===== src/uoramConsts.svh =====
`ifndef UORAM_CONSTS_SVH
`define UORAM_CONSTS_SVH

// stream widths
`define UORAM_CHUNK_W 32
`define UORAM_LEAF_W 16

// chunks per data block and leaves per position-map block
`define UORAM_BLOCK_CHUNKS 4
`define UORAM_BLOCK_LEAVES 8

// backend block address
`define UORAM_ADDR_W 12

`endif

===== src/uoramStreamPkg.sv =====
`default_nettype none

`include "uoramConsts.svh"

package uoramStreamPkg;

    typedef logic [`UORAM_CHUNK_W-1:0] chunk_t;
    typedef logic [`UORAM_LEAF_W-1:0] leaf_t;

    // which streams the router connects for the current block
    typedef enum logic [2:0] {
        modeIdle        = 3'd0,
        modeProgStore   = 3'd1,
        modeDataLoad    = 3'd2,
        modePosMapLoad  = 3'd3,
        modePosMapStore = 3'd4
    } routeMode_t;

endpackage

`default_nettype wire


===== src/uoramCmdPkg.sv =====
`default_nettype none

`include "uoramConsts.svh"

package uoramCmdPkg;

    // backend command encoding
    typedef enum logic [1:0] {
        cmdUpdate  = 2'd0,
        cmdAppend  = 2'd1,
        cmdRead    = 2'd2,
        cmdReadRmv = 2'd3
    } beCmd_t;

    // front-end request, also sent unchanged to the backend as a command
    typedef struct packed {
        beCmd_t                   command;
        // 0 selects a position-map block
        logic                     dataBlock;
        logic [`UORAM_ADDR_W-1:0] addr;
    } feRequest_t;

endpackage

`default_nettype wire


===== src/uoramSubsystem.sv =====
`timescale 1ns/1ps
`default_nettype none

`include "uoramConsts.svh"

module uoramSubsystem (
    input  wire                          Clock,
    input  wire                          rstN,
    input  wire                          feReqValid,
    output logic                         feReqReady,
    input  wire uoramCmdPkg::feRequest_t feReq,
    output logic                         beCommandValid,
    input  wire                          beCommandReady,
    output uoramCmdPkg::feRequest_t      beCommand,
    output logic                         expectingProgramData,
    input  wire                          dataInValid,
    output logic                         dataInReady,
    input  wire uoramStreamPkg::chunk_t  dataIn,
    output logic                         returnDataValid,
    input  wire                          returnDataReady,
    output uoramStreamPkg::chunk_t       returnData,
    input  wire                          evictLeafValid,
    output logic                         evictLeafReady,
    input  wire uoramStreamPkg::leaf_t   evictLeaf,
    output logic                         refillLeafValid,
    input  wire                          refillLeafReady,
    output uoramStreamPkg::leaf_t        refillLeaf,
    output logic                         storeValid,
    input  wire                          storeReady,
    output uoramStreamPkg::chunk_t       store,
    input  wire                          loadValid,
    output logic                         loadReady,
    input  wire uoramStreamPkg::chunk_t  load
);

    import uoramStreamPkg::*;

    logic       switchReq;
    routeMode_t switchMode;
    logic       blockDone;

    // FIFO into the packing funnel
    logic       fifoOutValid;
    logic       fifoOutReady;
    leaf_t      fifoOutData;
    logic       packedValid;
    logic       packedReady;
    chunk_t     packedData;

    // router into the unpacking funnel
    logic       refillValid;
    logic       refillReady;
    chunk_t     refillData;

    uoramReqControl reqControl (
        .Clock          (Clock),
        .rstN           (rstN),
        .feReqValid     (feReqValid),
        .feReqReady     (feReqReady),
        .feReq          (feReq),
        .beCommandValid (beCommandValid),
        .beCommandReady (beCommandReady),
        .beCommand      (beCommand),
        .switchReq      (switchReq),
        .switchMode     (switchMode),
        .blockDone      (blockDone)
    );

    uoramDataRouter dataRouter (
        .Clock                (Clock),
        .rstN                 (rstN),
        .switchReq            (switchReq),
        .switchMode           (switchMode),
        .blockDone            (blockDone),
        .expectingProgramData (expectingProgramData),
        .dataInValid          (dataInValid),
        .dataInReady          (dataInReady),
        .dataIn               (dataIn),
        .returnValid          (returnDataValid),
        .returnReady          (returnDataReady),
        .returnData           (returnData),
        .packedValid          (packedValid),
        .packedReady          (packedReady),
        .packedData           (packedData),
        .refillValid          (refillValid),
        .refillReady          (refillReady),
        .refillData           (refillData),
        .storeValid           (storeValid),
        .storeReady           (storeReady),
        .storeData            (store),
        .loadValid            (loadValid),
        .loadReady            (loadReady),
        .loadData             (load)
    );

    leafFifo evictFifo (
        .Clock    (Clock),
        .rstN     (rstN),
        .inValid  (evictLeafValid),
        .inReady  (evictLeafReady),
        .inData   (evictLeaf),
        .outValid (fifoOutValid),
        .outReady (fifoOutReady),
        .outData  (fifoOutData)
    );

    widthFunnel #(
        .inWidth  (`UORAM_LEAF_W),
        .outWidth (`UORAM_CHUNK_W)
    ) evictFunnel (
        .Clock    (Clock),
        .rstN     (rstN),
        .inValid  (fifoOutValid),
        .inReady  (fifoOutReady),
        .inData   (fifoOutData),
        .outValid (packedValid),
        .outReady (packedReady),
        .outData  (packedData)
    );

    widthFunnel #(
        .inWidth  (`UORAM_CHUNK_W),
        .outWidth (`UORAM_LEAF_W)
    ) refillFunnel (
        .Clock    (Clock),
        .rstN     (rstN),
        .inValid  (refillValid),
        .inReady  (refillReady),
        .inData   (refillData),
        .outValid (refillLeafValid),
        .outReady (refillLeafReady),
        .outData  (refillLeaf)
    );

endmodule

`default_nettype wire


===== src/widthFunnel.sv =====
`timescale 1ns/1ps
`default_nettype none

module widthFunnel #(
    parameter int inWidth  = 16,
    parameter int outWidth = 32
) (
    input  wire                 Clock,
    input  wire                 rstN,
    input  wire                 inValid,
    output logic                inReady,
    input  wire [inWidth-1:0]   inData,
    output logic                outValid,
    input  wire                 outReady,
    output logic [outWidth-1:0] outData
);

    localparam int ratio = (inWidth < outWidth) ? outWidth / inWidth : inWidth / outWidth;
    localparam int slotW = (ratio > 1) ? $clog2(ratio) : 1;

    logic [slotW-1:0] slot;
    logic             accept;
    logic             emit;
    logic             lastSlot;

    assign accept   = inValid && inReady;
    assign emit     = outValid && outReady;
    assign lastSlot = (slot == slotW'(ratio - 1));

    generate
        if (inWidth < outWidth) begin : gGather
            // narrow words enter at the top, so the first one ends up lowest
            logic [outWidth-1:0] shiftReg;

            assign inReady = !outValid || outReady;
            assign outData = shiftReg;

            always_ff @(posedge Clock) begin
                if (accept) begin
                    shiftReg <= {inData, shiftReg[outWidth-1:inWidth]};
                end
            end

            always_ff @(posedge Clock or negedge rstN) begin
                if (!rstN) begin
                    slot     <= '0;
                    outValid <= 1'b0;
                end else begin
                    if (emit) begin
                        outValid <= 1'b0;
                    end
                    if (accept) begin
                        slot <= lastSlot ? '0 : slot + 1'b1;
                        if (lastSlot) begin
                            outValid <= 1'b1;
                        end
                    end
                end
            end
        end else begin : gSerial
            // wide word drains low slice first
            logic [inWidth-1:0] shiftReg;

            // reload as the last slice leaves
            assign inReady = !outValid || (outReady && lastSlot);
            assign outData = shiftReg[outWidth-1:0];

            always_ff @(posedge Clock) begin
                if (accept) begin
                    shiftReg <= inData;
                end else if (emit) begin
                    shiftReg <= shiftReg >> outWidth;
                end
            end

            always_ff @(posedge Clock or negedge rstN) begin
                if (!rstN) begin
                    slot     <= '0;
                    outValid <= 1'b0;
                end else if (accept) begin
                    slot     <= '0;
                    outValid <= 1'b1;
                end else if (emit) begin
                    slot <= slot + 1'b1;
                    if (lastSlot) begin
                        outValid <= 1'b0;
                    end
                end
            end
        end
    endgenerate

    aHoldOutput: assert property (
        @(posedge Clock) disable iff (!rstN)
        outValid && !outReady |=> outValid && $stable(outData)
    ) else $error("outData=%h changed while stalled", outData);

endmodule

`default_nettype wire


===== src/leafFifo.sv =====
`timescale 1ns/1ps
`default_nettype none

`include "uoramConsts.svh"

module leafFifo #(
    parameter int depth = `UORAM_BLOCK_LEAVES
) (
    input  wire                         Clock,
    input  wire                         rstN,
    input  wire                         inValid,
    output logic                        inReady,
    input  wire uoramStreamPkg::leaf_t  inData,
    output logic                        outValid,
    input  wire                         outReady,
    output uoramStreamPkg::leaf_t       outData
);

    import uoramStreamPkg::*;

    localparam int ptrW = (depth > 1) ? $clog2(depth) : 1;
    localparam int cntW = $clog2(depth + 1);

    leaf_t           mem [depth];
    logic [ptrW-1:0] wrPtr;
    logic [ptrW-1:0] rdPtr;
    logic [cntW-1:0] count;
    logic            push;
    logic            pop;

    // wrap at depth, which need not be a power of two
    function automatic logic [ptrW-1:0] nextPtr(input logic [ptrW-1:0] ptr);
        return (ptr == ptrW'(depth - 1)) ? '0 : ptr + 1'b1;
    endfunction

    assign inReady  = (count != cntW'(depth));
    assign outValid = (count != '0);
    assign outData  = mem[rdPtr];
    assign push     = inValid && inReady;
    assign pop      = outValid && outReady;

    always_ff @(posedge Clock) begin
        if (push) begin
            mem[wrPtr] <= inData;
        end
    end

    always_ff @(posedge Clock or negedge rstN) begin
        if (!rstN) begin
            wrPtr <= '0;
            rdPtr <= '0;
            count <= '0;
        end else begin
            if (push) begin
                wrPtr <= nextPtr(wrPtr);
            end
            if (pop) begin
                rdPtr <= nextPtr(rdPtr);
            end
            count <= count + cntW'(push) - cntW'(pop);
        end
    end

    aCountBounded: assert property (
        @(posedge Clock) disable iff (!rstN)
        count <= cntW'(depth)
    ) else $error("count=%h exceeds depth=%h", count, depth);

endmodule

`default_nettype wire


===== src/uoramDataRouter.sv =====
`timescale 1ns/1ps
`default_nettype none

`include "uoramConsts.svh"

module uoramDataRouter (
    input  wire                          Clock,
    input  wire                          rstN,
    input  wire                          switchReq,
    input  wire uoramStreamPkg::routeMode_t switchMode,
    output logic                         blockDone,
    output logic                         expectingProgramData,
    // network in
    input  wire                          dataInValid,
    output logic                         dataInReady,
    input  wire uoramStreamPkg::chunk_t  dataIn,
    // network out
    output logic                         returnValid,
    input  wire                          returnReady,
    output uoramStreamPkg::chunk_t       returnData,
    // packed leaves from the evict funnel
    input  wire                          packedValid,
    output logic                         packedReady,
    input  wire uoramStreamPkg::chunk_t  packedData,
    // chunks for the refill funnel
    output logic                         refillValid,
    input  wire                          refillReady,
    output uoramStreamPkg::chunk_t       refillData,
    // backend store
    output logic                         storeValid,
    input  wire                          storeReady,
    output uoramStreamPkg::chunk_t       storeData,
    // backend load
    input  wire                          loadValid,
    output logic                         loadReady,
    input  wire uoramStreamPkg::chunk_t  loadData
);

    import uoramStreamPkg::*;

    localparam int cntW = $clog2(`UORAM_BLOCK_CHUNKS);

    routeMode_t      mode;
    logic [cntW-1:0] chunkCount;
    logic            isProgStore;
    logic            isPosMapStore;
    logic            isDataLoad;
    logic            isPosMapLoad;
    logic            beat;

    assign isProgStore   = (mode == modeProgStore);
    assign isPosMapStore = (mode == modePosMapStore);
    assign isDataLoad    = (mode == modeDataLoad);
    assign isPosMapLoad  = (mode == modePosMapLoad);

    assign expectingProgramData = isProgStore || isDataLoad;

    // network or evict funnel into the backend
    assign storeValid  = (isProgStore && dataInValid) || (isPosMapStore && packedValid);
    assign storeData   = isProgStore ? dataIn : packedData;
    assign dataInReady = isProgStore && storeReady;
    assign packedReady = isPosMapStore && storeReady;

    // backend out to the network or the refill funnel
    assign returnValid = isDataLoad && loadValid;
    assign returnData  = loadData;
    assign refillValid = isPosMapLoad && loadValid;
    assign refillData  = loadData;
    assign loadReady   = (isDataLoad && returnReady) || (isPosMapLoad && refillReady);

    // one backend-side chunk moved
    assign beat      = (storeValid && storeReady) || (loadValid && loadReady);
    assign blockDone = beat && (chunkCount == cntW'(`UORAM_BLOCK_CHUNKS - 1));

    always_ff @(posedge Clock or negedge rstN) begin
        if (!rstN) begin
            mode       <= modeIdle;
            chunkCount <= '0;
        end else if (switchReq) begin
            mode <= switchMode;
        end else if (blockDone) begin
            mode       <= modeIdle;
            chunkCount <= '0;
        end else if (beat) begin
            chunkCount <= chunkCount + 1'b1;
        end
    end

    // the network side closes together with the block
    aDataInClosesWithBlock: assert property (
        @(posedge Clock) disable iff (!rstN)
        blockDone |=> !dataInReady
    ) else $error("dataInReady=%h after blockDone", $sampled(dataInReady));

    // the controller must not switch while a block is in flight
    aSwitchOnlyIdle: assert property (
        @(posedge Clock) disable iff (!rstN)
        switchReq |-> mode == modeIdle
    ) else $error("switchReq=%h with mode=%h", switchReq, mode);

endmodule

`default_nettype wire


===== src/uoramReqControl.sv =====
`timescale 1ns/1ps
`default_nettype none

module uoramReqControl (
    input  wire                           Clock,
    input  wire                           rstN,
    // front-end request
    input  wire                           feReqValid,
    output logic                          feReqReady,
    input  wire uoramCmdPkg::feRequest_t  feReq,
    // command to the backend
    output logic                          beCommandValid,
    input  wire                           beCommandReady,
    output uoramCmdPkg::feRequest_t       beCommand,
    // router control
    output logic                          switchReq,
    output uoramStreamPkg::routeMode_t    switchMode,
    input  wire                           blockDone
);

    import uoramCmdPkg::*;
    import uoramStreamPkg::*;

    typedef enum logic [1:0] {
        stIdle,
        stIssue,
        stTransfer
    } ctrlState_t;

    ctrlState_t state;
    feRequest_t reqReg;

    // transfer mode for a request
    function automatic routeMode_t decodeMode(input feRequest_t req);
        logic isRead;
        isRead = (req.command == cmdRead) || (req.command == cmdReadRmv);
        if (req.dataBlock) begin
            return isRead ? modeDataLoad : modeProgStore;
        end
        return isRead ? modePosMapLoad : modePosMapStore;
    endfunction

    assign feReqReady     = (state == stIdle);
    assign beCommandValid = (state == stIssue);
    assign beCommand      = reqReg;

    // the router switches on the same edge as the command handshake
    assign switchReq  = beCommandValid && beCommandReady;
    assign switchMode = decodeMode(reqReg);

    always_ff @(posedge Clock) begin
        if (feReqValid && feReqReady) begin
            reqReg <= feReq;
        end
    end

    always_ff @(posedge Clock or negedge rstN) begin
        if (!rstN) begin
            state <= stIdle;
        end else begin
            case (state)
                stIdle: begin
                    if (feReqValid) begin
                        state <= stIssue;
                    end
                end
                stIssue: begin
                    if (beCommandReady) begin
                        state <= stTransfer;
                    end
                end
                stTransfer: begin
                    // wait for the router to move the whole block
                    if (blockDone) begin
                        state <= stIdle;
                    end
                end
                default: begin
                    state <= stIdle;
                end
            endcase
        end
    end

    // the router may only finish a block that this controller started
    aBlockDoneInTransfer: assert property (
        @(posedge Clock) disable iff (!rstN)
        blockDone |-> state == stTransfer
    ) else $error("blockDone=%h outside transfer, state=%h", blockDone, state);

endmodule

`default_nettype wire


===== config.mk =====
export PLATFORM = sky130hd
export DESIGN_NAME = uoramSubsystem
export DESIGN_NICKNAME = d
export VERILOG_FILES = /design/src/uoramStreamPkg.sv /design/src/uoramCmdPkg.sv /design/src/uoramSubsystem.sv /design/src/widthFunnel.sv /design/src/leafFifo.sv /design/src/uoramDataRouter.sv /design/src/uoramReqControl.sv
export VERILOG_INCLUDE_DIRS = /design/src
export SDC_FILE = /design/constraint.sdc
export NUM_CORES = 1
export LEC_CHECK = 0
export BUFFER_PORTS_ARGS = -buffer_cell sky130_fd_sc_hd__buf_2
export CORE_MARGIN = 2
export CORE_UTILIZATION = 54
export CTS_BUF_LIST = sky130_fd_sc_hd__clkbuf_4 sky130_fd_sc_hd__clkbuf_8 sky130_fd_sc_hd__clkbuf_16
export DETAILED_ROUTE_END_ITERATION = 6
export GPL_ROUTABILITY_DRIVEN = 0
export PLACE_DENSITY = 0.79
export SYNTH_ARGS = -nofsm -noshare
export SYNTH_HDL_FRONTEND = slang
export SYNTH_SLANG_ARGS = --single-unit
export TNS_END_PERCENT = 50

===== constraint.sdc =====
create_clock -name Clock -period 3.7 [get_ports Clock]
set_input_delay 0.74 -clock Clock [delete_from_list [all_inputs] [get_ports Clock]]
set_output_delay 0.74 -clock Clock [all_outputs]
set_load 0.02 [all_outputs]

==> metrics.yaml <==
outcome:
  outcome: "finished clean"
synth:
  ys_seq_area_share_pct: 69.8
  async_flop_share_pct: 9.21
  netlist_instances: 502
  synthSimpleGateAreaFrac_pct: 3.61
  ys_top_cells_by_area: "edfxtp_1 (64%), mux2_2 (7.1%), dfrtp_1 (5.4%)"
  synth_compound_area_share_pct: 1.52
  yosys.area_share.xor_xnor_pct: 0.453
  synth_cell_types: 37
  ys_seq_elements: 228
  synthAdderAreaFrac_pct: 1.63
  ys_warn_count: 0
  synth_commonest_cells: "edfxtp_1 (207), mux2_2 (61), buf_4 (53)"
  synth_mux_area_share_pct: 16.9
  yosys_most_used_dff: "edfxtp_1"
  synth_top_family_by_area: "multiplexers"
  synthesis.area_um2: 9660
  synth.avg_cell_area_um2: 19.2
  synth_area_leader_cell: "edfxtp_1"
  synthDominantCellAreaShare_pct: 64.3
  synth_fp_nets: 619
  synth-edff-count: 207
  synth_most_common_cell: "edfxtp_1"
place:
  place_inst: 880
  place.detailed.hpwl_um: 12700
  io_buffers: 208
die:
  die_area_um2: 19000
  fp-row-count: 48
  die_x_um: 138
  ios: 209
  die_y_um: 138
  start_util_pct: 55.5
  coreArea_um2: 17400
timing:
  timing.final.hold_violations: 0
  period_share_pct: 83.3
  worst_slew_pin_slew_ns: 1.09
  setup_viol: 0
  slew-limit-headroom_pct: 27.3
  fin_crit_ns: 3.08
  finClkSkew_ns: 0.00630
  hold_ws_ns: 0.196
  fin_tns_setup_ns: 0
  rsz0062_at_grt: "no"
  max_freq_mhz: 325
  final_max_slew_viol_count: 0
clocking:
  cts_tree: "done"
  clock-sinks: 228
  clock_path_buffers: 3
  clk_pin_slew_ns: 0.06
  ctsResizeCount: 0
  postCtsSetupRepairBufs: 0
  htreeDepth: 1
  cts_root_buf: "clkbuf_16"
  clk_latency_ns: 0.51
  cts_made_buffers: 24
  ctsHoldBuffers: 0
worst_setup_path:
  path_class: "reg -> out"
  critPathMaxFanout: 33
  r2r_start: "dataRouter.mode[0]"
  critPathCaptureType: "output port"
  startpoint_type: "flip-flop"
  worstSetupPathDepth: 4
  path_buf_inv: 2
  required_ns: 2.96
  critical-path-top-delay-family: "flip-flops"
  cpPeakStageDelay_ns: 0.58
  crit_path_top_delay_cell: "dfrtp_1"
  arrival_ns: 2.34
  crit_chain: "nor3b_4 > buf_4 > mux2_2 > buf_2"
  r2r_cells: 7
  startpoint: "dataRouter.mode[0]"
global_routing:
  grt_pass1_wl_um: 27900
  grt_overflow_total: 0
  grt.total_usage_pct: 19.9
  grt_max_degree: 36
  grt_pass1_vias: 5105
  antenna_found_initial: 6
min_path:
  hp-class: "in -> async"
route:
  via_per_inst: 5.39
  num_vias: 4999
  post_drt_wl_per_cell_um: 20.6
  first_pass_iters: 4
  first_iter_violations: 195
  ant_nets: 0
  drc: 0
  routed_wirelength_um: 19100
pwr:
  power_leakage_uw: 0.00427
  ir_drop_mv: 0.373
  power_density_nw_per_um2: 552
  finalPower_uw: 6310
layout:
  drive_gt1_share_pct: 52.4
  final_cells: 927
  layout.nets: 798
  area_growth_pct: 18.2
run:
  maxCapViolCount: 0
per-stage QoR:
step	instance area [µm²]	utilization, %	setup WS [ns]
floorplan	9660	-	0.457
global placement	10600	60.6	1.08
detailed placement	10600	60.6	0.976
CTS	11400	65.5	0.590
global route	11400	65.5	0.520
finish	11400	65.5	0.619
path summary, 6_finish.rpt:
check / end / slack [ns]
max: store[20] / 0.62
min: evictFifo.wrPtr[2] / 0.20
max reg2reg: evictFifo.count[2] / 1.26
min reg2reg: evictFunnel.outData[13] / 0.45
max in group asynchronous: evictFifo.rdPtr[0] / 3.14
min in group Clock: reqControl.beCommand[3] / 0.41
final cells by class:
type                       count  area [µm²]
clock buffer                  32         697
multi-input combinational    200        2380
inverter                       8        30.0
tap                          225         282
fill                        1198        6000
sequential                   228        6740
antenna                        4        10.0
clock inverter                11         154
timing repair buffer         219        1120
cell usage in the layout (no fill, tap or decap), drive strengths merged, types with 4 or more instances in the layout:
cell / netlist / routed
buf: 61 / 219
edfxtp: 207 / 207
mux2: 73 / 73
clkbuf: 5 / 32
mux4: 32 / 32
and2: 21 / 21
dfrtp: 21 / 21
nand2: 12 / 12
nor2: 12 / 12
ha: 11 / 11
inv: 8 / 8
nand2b: 6 / 6
clkinv: 0 / 6
nor3: 5 / 5
diode: 0 / 4
nor2b: 4 / 4
xor2: 4 / 4
bufinv: 0 / 4
metal layers:
metal  routed length (µm)  share of wire, %  up-vias  global-route usage (%)
met5                   27              0.14        -                       0
met4                  496               2.6        4                    6.75
met3                 1450               7.6       40                    4.93
met2                 9920                52      197                    35.9
met1                 7250                38     2492                    23.2
li1                     -                 -     2266                       -
sequential cells by signal (all words and copies together), names as in the netlist:
name	flops
evictFunnel.outData	32
refillFunnel.outValid	1
evictFunnel.outValid	1
dataRouter.mode	3
evictFifo.rdPtr	3
evictFifo.count	4
evictFifo.mem	128
reqControl.beCommand	15
refillFunnel.lastSlot	1
evictFunnel.lastSlot	1
reqControl.state	2
dataRouter.chunkCount	2
refillFunnel.gSerial.shiftReg	32
evictFifo.wrPtr	3
cells by family after synthesis:
| group | Yosys count |
|---|---|
| multiplexers | 105 |
| XOR/XNOR | 5 |
| AND/OR/NAND/NOR | 63 |
| buffers and inverters | 74 |
| adder cells (fa/ha/maj) | 12 |
| flip-flops | 228 |
| AO/OA/AOI/OAI | 15 |
power by group:
group          internal, µW  switching, µW
sequential             3070           94.2
clock                  1600            928
combinational           254            363
total                  4920           1390
Note: power is estimated with default switching activity, not from simulation.
